## src/hw/cache_pkg.sv

```systemverilog
// geometry, address split and bus types shared by the cache RTL
// cmd_buf_depth must stay a power of two, since buffer pointers wrap naturally
`default_nettype none

package cache_pkg;

    // cache geometry
    localparam int sets        = 8;
    localparam int ways        = 2;
    localparam int block_words = 4;

    // address split, low two bits are the byte within a word
    localparam int index_bits  = $clog2(sets);
    localparam int offset_bits = $clog2(block_words);
    localparam int tag_bits    = 32 - index_bits - offset_bits - 2;

    localparam int way_bits    = $clog2(ways);
    localparam int age_bits    = $clog2(ways);

    // memory channel
    localparam int mem_credits   = 2;
    localparam int credit_bits   = $clog2(mem_credits + 1);
    localparam int cmd_buf_depth = 2;
    localparam int buf_ptr_bits  = $clog2(cmd_buf_depth);
    localparam int buf_cnt_bits  = $clog2(cmd_buf_depth + 1);

    typedef logic [block_words-1:0][31:0] block_t;

    typedef struct packed {
        logic        we;
        logic [31:0] addr;
        logic [3:0]  byte_mask;
        logic [31:0] wdata;
    } cpu_req_t;

    typedef enum logic {
        mem_read  = 1'b0,
        mem_write = 1'b1
    } mem_op_t;

    // addr is block aligned, data is zero for reads
    typedef struct packed {
        mem_op_t     op;
        logic [31:0] addr;
        block_t      data;
    } mem_cmd_t;

    typedef enum logic [2:0] {
        idle,
        lookup,
        writeback,
        fill_req,
        fill_wait
    } miss_state_t;

endpackage

`default_nettype wire

```

## src/hw/cache_tag_store.sv

```systemverilog
// tag, state and data arrays of the set-associative cache, true LRU by age counters
// all lookups use the latched request; at most one of write_hit and fill per cycle
`timescale 1ns/1ps
`default_nettype none

module cache_tag_store (
    input  logic                clock,
    input  logic                reset,
    input  logic                lookup_en,
    input  cache_pkg::cpu_req_t req,
    input  logic                write_hit,
    input  logic                fill,
    input  cache_pkg::block_t   fill_data,
    output logic                hit,
    output logic                victim_dirty,
    output logic [31:0]         victim_addr,
    output cache_pkg::block_t   victim_data,
    output logic [31:0]         rdata
);
    import cache_pkg::*;

    logic [tag_bits-1:0]    tag_q   [sets][ways];
    block_t                 data_q  [sets][ways];
    logic [ways-1:0]        valid_q [sets];
    logic [ways-1:0]        dirty_q [sets];
    logic [age_bits-1:0]    age_q   [sets][ways];

    logic [tag_bits-1:0]    addr_tag;
    logic [index_bits-1:0]  addr_index;
    logic [offset_bits-1:0] addr_offset;

    logic [way_bits-1:0]    hit_way;
    logic [way_bits-1:0]    victim_way;
    logic [way_bits-1:0]    touch_way;
    logic                   touch;

    // byte lanes of wdata replace the addressed word where the mask is set
    function automatic block_t merge_word(
        input block_t                 blk,
        input logic [offset_bits-1:0] off,
        input logic [3:0]             mask,
        input logic [31:0]            wdata
    );
        block_t res;
        res = blk;
        for (int b = 0; b < 4; b++) begin
            if (mask[b]) begin
                res[off][8*b +: 8] = wdata[8*b +: 8];
            end
        end
        return res;
    endfunction

    assign addr_tag    = req.addr[31 -: tag_bits];
    assign addr_index  = req.addr[offset_bits+2 +: index_bits];
    assign addr_offset = req.addr[2 +: offset_bits];

    // tag compare over the valid ways of the set
    always_comb begin
        hit     = 1'b0;
        hit_way = '0;
        for (int w = 0; w < ways; w++) begin
            if (valid_q[addr_index][w] && tag_q[addr_index][w] == addr_tag) begin
                hit     = 1'b1;
                hit_way = way_bits'(w);
            end
        end
    end

    // oldest way is the victim
    always_comb begin
        victim_way = '0;
        for (int w = 0; w < ways; w++) begin
            if (age_q[addr_index][w] == age_bits'(ways - 1)) begin
                victim_way = way_bits'(w);
            end
        end
    end

    assign victim_dirty = valid_q[addr_index][victim_way] && dirty_q[addr_index][victim_way];
    assign victim_addr  = {tag_q[addr_index][victim_way], addr_index,
                           {offset_bits{1'b0}}, 2'b00};
    assign victim_data  = data_q[addr_index][victim_way];
    assign rdata        = data_q[addr_index][hit_way][addr_offset];

    // any hit or a fill makes the touched way the youngest
    assign touch     = (lookup_en && hit) || fill;
    assign touch_way = fill ? victim_way : hit_way;

    always_ff @(posedge clock or negedge reset) begin
        if (!reset) begin
            for (int s = 0; s < sets; s++) begin
                valid_q[s] <= '0;
                dirty_q[s] <= '0;
                for (int w = 0; w < ways; w++) begin
                    age_q[s][w] <= age_bits'(w);
                end
            end
        end else begin
            if (write_hit) begin
                dirty_q[addr_index][hit_way] <= 1'b1;
            end
            if (fill) begin
                valid_q[addr_index][victim_way] <= 1'b1;
                dirty_q[addr_index][victim_way] <= req.we;
            end
            if (touch) begin
                for (int w = 0; w < ways; w++) begin
                    if (way_bits'(w) == touch_way) begin
                        age_q[addr_index][w] <= '0;
                    end else if (age_q[addr_index][w] < age_q[addr_index][touch_way]) begin
                        age_q[addr_index][w] <= age_q[addr_index][w] + 1'b1;
                    end
                end
            end
        end
    end

    // tags and block data
    always_ff @(posedge clock) begin
        if (write_hit) begin
            data_q[addr_index][hit_way] <= merge_word(data_q[addr_index][hit_way],
                addr_offset, req.byte_mask, req.wdata);
        end
        if (fill) begin
            tag_q[addr_index][victim_way] <= addr_tag;
            if (req.we) begin
                data_q[addr_index][victim_way] <= merge_word(fill_data, addr_offset,
                    req.byte_mask, req.wdata);
            end else begin
                data_q[addr_index][victim_way] <= fill_data;
            end
        end
    end

endmodule

`default_nettype wire

```

## src/hw/cache_miss_fsm.sv

```systemverilog
// blocking controller, one CPU request in flight and one outstanding fill at most
// a hit completes two cycles after acceptance, a miss waits for the fill response
`timescale 1ns/1ps
`default_nettype none

module cache_miss_fsm (
    input  logic                clock,
    input  logic                reset,
    input  logic                cpu_valid,
    input  cache_pkg::cpu_req_t cpu_req,
    input  logic                hit,
    input  logic                victim_dirty,
    input  logic [31:0]         victim_addr,
    input  cache_pkg::block_t   victim_data,
    input  logic                space,
    input  logic                mem_rsp_valid,
    input  cache_pkg::block_t   mem_rsp_data,
    output logic                cpu_ready,
    output logic                cpu_done,
    output logic                lookup_en,
    output cache_pkg::cpu_req_t req,
    output logic                write_hit,
    output logic                fill,
    output cache_pkg::block_t   fill_data,
    output logic                push,
    output cache_pkg::mem_cmd_t push_cmd
);
    import cache_pkg::*;

    miss_state_t state_q;
    miss_state_t state_d;
    logic        accept;
    logic [31:0] block_addr;

    assign accept     = cpu_valid && cpu_ready;
    assign block_addr = {req.addr[31:offset_bits+2], {offset_bits{1'b0}}, 2'b00};

    assign lookup_en  = (state_q == lookup);
    assign write_hit  = lookup_en && hit && req.we;

    always_comb begin
        state_d       = state_q;
        push          = 1'b0;
        push_cmd.op   = mem_read;
        push_cmd.addr = block_addr;
        push_cmd.data = '0;
        case (state_q)
            idle: begin
                if (accept) begin
                    state_d = lookup;
                end
            end
            lookup: begin
                if (hit) begin
                    state_d = idle;
                end else if (victim_dirty) begin
                    state_d = writeback;
                end else begin
                    state_d = fill_req;
                end
            end
            writeback: begin
                // dirty victim leaves before the fill is requested
                push          = space;
                push_cmd.op   = mem_write;
                push_cmd.addr = victim_addr;
                push_cmd.data = victim_data;
                if (space) begin
                    state_d = fill_req;
                end
            end
            fill_req: begin
                push = space;
                if (space) begin
                    state_d = fill_wait;
                end
            end
            fill_wait: begin
                if (mem_rsp_valid) begin
                    state_d = idle;
                end
            end
            default: state_d = idle;
        endcase
    end

    always_ff @(posedge clock or negedge reset) begin
        if (!reset) begin
            state_q   <= idle;
            cpu_ready <= 1'b1;
            cpu_done  <= 1'b0;
            fill      <= 1'b0;
        end else begin
            state_q  <= state_d;
            // fill strobe lands in idle, done follows one cycle later
            fill     <= (state_q == fill_wait) && mem_rsp_valid;
            cpu_done <= (lookup_en && hit) || fill;
            if (accept) begin
                cpu_ready <= 1'b0;
            end else if (cpu_done) begin
                cpu_ready <= 1'b1;
            end
        end
    end

    always_ff @(posedge clock) begin
        if (accept) begin
            req <= cpu_req;
        end
        if (mem_rsp_valid) begin
            fill_data <= mem_rsp_data;
        end
    end

endmodule

`default_nettype wire

```

## src/hw/mem_cmd_buffer.sv

```systemverilog
// command FIFO in front of the credit-based memory channel
// memory takes every valid command, one credit spent per command issued
`timescale 1ns/1ps
`default_nettype none

module mem_cmd_buffer (
    input  logic                clock,
    input  logic                reset,
    input  logic                push,
    input  cache_pkg::mem_cmd_t push_cmd,
    input  logic                mem_credit,
    output logic                space,
    output logic                mem_cmd_valid,
    output cache_pkg::mem_cmd_t mem_cmd
);
    import cache_pkg::*;

    mem_cmd_t                fifo_q [cmd_buf_depth];
    logic [buf_ptr_bits-1:0] wr_ptr_q;
    logic [buf_ptr_bits-1:0] rd_ptr_q;
    logic [buf_cnt_bits-1:0] count_q;
    logic [credit_bits-1:0]  credits_q;
    logic                    push_ok;

    assign space   = (count_q != buf_cnt_bits'(cmd_buf_depth));
    assign push_ok = push && space;

    // head goes out whenever a credit is held
    assign mem_cmd_valid = (count_q != '0) && (credits_q != '0);
    assign mem_cmd       = fifo_q[rd_ptr_q];

    always_ff @(posedge clock or negedge reset) begin
        if (!reset) begin
            wr_ptr_q  <= '0;
            rd_ptr_q  <= '0;
            count_q   <= '0;
            credits_q <= credit_bits'(mem_credits);
        end else begin
            if (push_ok) begin
                wr_ptr_q <= wr_ptr_q + 1'b1;
            end
            if (mem_cmd_valid) begin
                rd_ptr_q <= rd_ptr_q + 1'b1;
            end
            count_q   <= count_q + buf_cnt_bits'(push_ok) - buf_cnt_bits'(mem_cmd_valid);
            // spend and return can coincide
            credits_q <= credits_q - credit_bits'(mem_cmd_valid) + credit_bits'(mem_credit);
        end
    end

    always_ff @(posedge clock) begin
        if (push_ok) begin
            fifo_q[wr_ptr_q] <= push_cmd;
        end
    end

endmodule

`default_nettype wire

```

## src/hw/cache_top.sv

```systemverilog
// write-back, write-allocate data cache with a credit-based memory command port
`timescale 1ns/1ps
`default_nettype none

module cache_top (
    input  logic                clock,
    input  logic                reset,
    input  logic                cpu_valid,
    input  cache_pkg::cpu_req_t cpu_req,
    output logic                cpu_ready,
    output logic                cpu_done,
    output logic [31:0]         cpu_rdata,
    output logic                mem_cmd_valid,
    output cache_pkg::mem_cmd_t mem_cmd,
    input  logic                mem_credit,
    input  logic                mem_rsp_valid,
    input  cache_pkg::block_t   mem_rsp_data
);
    import cache_pkg::*;

    // controller to store
    logic        lookup_en;
    cpu_req_t    req;
    logic        write_hit;
    logic        fill;
    block_t      fill_data;

    // store to controller
    logic        hit;
    logic        victim_dirty;
    logic [31:0] victim_addr;
    block_t      victim_data;

    // controller to buffer
    logic        push;
    mem_cmd_t    push_cmd;
    logic        space;

    cache_tag_store store_i (
        .clock        (clock),
        .reset        (reset),
        .lookup_en    (lookup_en),
        .req          (req),
        .write_hit    (write_hit),
        .fill         (fill),
        .fill_data    (fill_data),
        .hit          (hit),
        .victim_dirty (victim_dirty),
        .victim_addr  (victim_addr),
        .victim_data  (victim_data),
        .rdata        (cpu_rdata)
    );

    cache_miss_fsm fsm_i (
        .clock         (clock),
        .reset         (reset),
        .cpu_valid     (cpu_valid),
        .cpu_req       (cpu_req),
        .hit           (hit),
        .victim_dirty  (victim_dirty),
        .victim_addr   (victim_addr),
        .victim_data   (victim_data),
        .space         (space),
        .mem_rsp_valid (mem_rsp_valid),
        .mem_rsp_data  (mem_rsp_data),
        .cpu_ready     (cpu_ready),
        .cpu_done      (cpu_done),
        .lookup_en     (lookup_en),
        .req           (req),
        .write_hit     (write_hit),
        .fill          (fill),
        .fill_data     (fill_data),
        .push          (push),
        .push_cmd      (push_cmd)
    );

    mem_cmd_buffer buf_i (
        .clock         (clock),
        .reset         (reset),
        .push          (push),
        .push_cmd      (push_cmd),
        .mem_credit    (mem_credit),
        .space         (space),
        .mem_cmd_valid (mem_cmd_valid),
        .mem_cmd       (mem_cmd)
    );

endmodule

`default_nettype wire

```

## config.mk

```make
export PLATFORM = sky130hd
export DESIGN_NAME = cache_top
export DESIGN_NICKNAME = d
export VERILOG_FILES = /design/src/hw/cache_pkg.sv /design/src/hw/cache_tag_store.sv /design/src/hw/cache_miss_fsm.sv /design/src/hw/mem_cmd_buffer.sv /design/src/hw/cache_top.sv
export SDC_FILE = /design/constraint.sdc
export NUM_CORES = 2
export LEC_CHECK = 0
export ABC_AREA = 1
export BUFFER_PORTS_ARGS = -buffer_cell sky130_fd_sc_hd__buf_4
export CORE_MARGIN = 3
export CORE_UTILIZATION = 30
export DETAILED_ROUTE_END_ITERATION = 8
export PLACE_DENSITY_LB_ADDON = 0.15
export SETUP_SLACK_MARGIN = 0.3
export SYNTH_ARGS = -nofsm -noshare
export SYNTH_HDL_FRONTEND = slang
export SYNTH_SLANG_ARGS = --single-unit
```

## constraint.sdc

```tcl
create_clock -name clock -period 8.7 [get_ports clock]
set_input_delay 1.74 -clock clock [delete_from_list [all_inputs] [get_ports clock]]
set_output_delay 1.74 -clock clock [all_outputs]
set_load 0.05 [all_outputs]
```

==> metrics.md <==
| Metric | Value |
|---|---|
| Status | finished clean |
| Reg area | 90,400 sq um |
| Post-synth top area cell | edfxtp_1 |
| Startpoint Class | flip-flop |
| Clk_lat worst skew | 0.98 ns |
| Routed Antenna Nets | 0 |
| Crit Path Max Fanout | 232 |
| Final hold vios | 0 |
| Post-DP Area | 139,000 sq um |
| Final Cycle Share | 0.929 |
| Achievable Freq | 124 MHz |
| Top FF cell, synth | edfxtp_1 |
| Area of the multi-input gates | 33,100 sq um |
| Tightest Pin Transition | 1.32 ns |
| Initial Util | 0.302 |
| Mean Syn Cell Area | 11.1 sq um |
| TNS Setup | 0 ns |
| Lkg Pwr | 0.0529 uW |
| Final WS setup | 0.621 ns |
| Synthesized cell area | 129,000 sq um |
| Ranking of synthesized cells by area | edfxtp_1, nand2_1, o21ai_0 |
| Area Overhead vs Synth | 16.1% |
| CP endpoint kind | primary output |
| H-tree level count | 5 |
| Max-cap violations | 0 |
| Sequential fraction of the synthesis area | 0.700 |
| Total track usage | 0.227 |
| CP arrival | 6.34 ns |
| Final setup violation count | 0 |
| Crit path cell chain | inv_16, nand2_1, nand2_1, nand2_1, nand2_1, nand2_1, nand2_1, nand2_1, nand2_1, nand2_1, nor2_1, nand2_1, nor2_2, nand2_8, buf_12, buf_4, nand2_1, o21ai_0, nand2_1, nand4_1, buf_4 |
| Antenna violations before repair | 30 |
| CTS buffer count | 351 |
| Ports | 398 |
| CP Data Required Time | 6.96 ns |
| Min Tclk post-route | 8.08 ns |
| Detailed Route WL | 513 mm |
| Final slew viol count | 0 |
| Kind of critical path | flip-flop to primary output |
| Register bit count reported by yosys | 3,020 |
| CP most frequent cell | nand2_1 |
| Iter 0 DRT Violations | 10,176 |
| Post-synth EDFFs | 2,957 |
| Die Span Y | 662 microns |
| Fraction of registers with async set or reset after synthesis | 0.0199 |
| CTS tree | built |
| Vias/cell | 5.23 |
| Nets | 12,014 |
| Commonest cells post-synth | edfxtp_1, nand2_1, nor2_1 |
| Synth cell types | 46 |
| VDD IR max | 0.207 mV |
| Hold Path Class | flip-flop to flip-flop |
| Filler cells | 41,991 |
| Synth Instances | 11,581 |
| Grt ovf | 0 |
| Largest net degree at the start of global routing | 233 |
| Fraction of layout cells with a size suffix above 1 | 0.103 |
| CTS Root Cell | clkbuf_16 |
| Layout Skew | 0.0798 ns |
| Port-buffer cells | 391 |
| RD Place Congestion | 0.845 |
| Critical Path Max Stage Delay | 0.67 ns |
| Slowest CP cell | inv_16 |
| DRT Pass-1 Iters | 8 |
| RSZ-0062 raised after global routing | false |
| Dpl ws | 1.43 ns |
| First-pass GRT wire length | 703 mm |
| Detailed-route via count | 93,009 |
| Rows | 240 |
| DP HPWL | 315 mm |
| Core Area | 428,000 sq um |
| Clock Pin Slew Worst Setup and Hold Paths | 0.06 ns |
| Die area | 438,000 sq um |
| Yosys warning count | 0 |
| Post-DR wirelength/cell | 28.8 microns |
| Top-count cell post-synth | edfxtp_1 |
| Worst slew margin | 0.120 |
| Top-area cell type share of the netlist area | 0.688 |
| Vias in the first global route | 87,257 |
| Clock sinks | 3,020 |
| Clock Path Buffers | 4 |
| Die span in x | 662 microns |
| Pwr Density | 327 nW/um^2 |
| Residual DRC | 0 |
| Design area | 150,000 sq um |
placed cells by master (no fill, tap or decap), drive strengths merged, types with 50 or more instances in the layout:
cell type | netlist | layout
edfxtp | 2957 | 2957
nand2 | 2214 | 2214
nor2 | 1632 | 1632
o21ai | 1609 | 1609
inv | 717 | 732
buf | 271 | 612
o22ai | 505 | 505
nand3 | 497 | 497
clkbuf | 471 | 439
a21oi | 169 | 169
clkinv | 4 | 151
a31oi | 149 | 149
o211ai | 125 | 125
o221ai | 106 | 106
dfrtp | 50 | 50
through the flow:
stage / util / hold slack, ns / power (uW) / std cells
floorplan: - / 0.419 / 28300 / 11584
global placement: 0.324 / 0.438 / 34500 / 17142
detailed placement: 0.324 / 0.446 / 34800 / 17142
CTS: 0.350 / 0.459 / 49300 / 17780
global route: 0.350 / 0.475 / 51200 / 17787
finish: 0.350 / 0.459 / 49000 / 17798
where the power goes:
group	switching (uW)	internal, uW	leakage (uW)
registers	423	18500	0.0273
logic	12200	3390	0.0202
clock network	6090	8390	0.00543
total	18700	30300	0.0529
cell type report:
class	count	share of cell area
well taps	5687	0.0475
multi-input cells	7101	0.221
flip-flops and latches	3020	0.603
repair buffers	613	0.0345
diodes	18	0.000301
inverters	721	0.0192
clock buffers	438	0.0621
clock inverters	200	0.0124
routing by layer:
layer  global-route usage  part of all wire
met1                0.305              0.42
met2                0.361              0.46
met3               0.0356             0.068
met4                0.104             0.052
met5                    0           0.00018
worst max-delay path: cells and delay by family (launching register included):
family	cells	cell delay [ns]
flip-flops	1	0.48
buffers and inverters	4	1.82
AO/OA/AOI/OAI	1	0.14
AND/OR/NAND/NOR	16	2.69
worst paths after layout:
path	startpoint	to	slack, ns	cells after the start
hold reg to reg	store_i.valid_q[2]	store_i.valid_q[2]	0.46	2
hold / removal	store_i.valid_q[2]	store_i.valid_q[2]	0.46	2
min in group asynchronous	reset	buf_i.credits_q[0]	0.87	1
setup reg to reg	fsm_i.req[40]	store_i.data_q[2][182]	2.61	10
max in group asynchronous	reset	store_i.age_q[1]	7.18	1
setup / recovery	flip-flop	cpu_rdata[2]	0.62	21
cell families (layout without fill, tap and decap cells):
kind of cell             after synthesis  in the layout  synth area share
adder cells (fa/ha/maj)                4              4          0.000388
AO/OA/AOI/OAI                       2683           2683             0.118
flip-flops                          3020           3020             0.700
buffers and inverters               1463           1972            0.0459
other                                  1             22         0.0000291
XOR/XNOR                               5              5          0.000339
AND/OR/NAND/NOR                     4405           4405             0.135
sequential cells by signal (all words and copies together) (netlist names), named ones only:
register	flops
buf_i.rd_ptr_q	1
buf_i.count_q	2
fsm_i.state_q	3
fsm_i.req	67
buf_i.fifo_q	314
fsm_i.cpu_ready	1
fsm_i.fill	1
store_i.dirty_q	16
buf_i.wr_ptr_q	1
fsm_i.fill_data	128
buf_i.credits_q	2
store_i.age_q	16
fsm_i.cpu_done	1
store_i.data_q	2048
store_i.tag_q	400
store_i.valid_q	16
timing repair:
item                                    4_1_cts  5_1_grt
hold buffers                                  0        0
resized for setup                             0        1
setup buffers                                 0        0
endpoints found under the setup margin        0        5
Power figures use the tool's default switching activity.
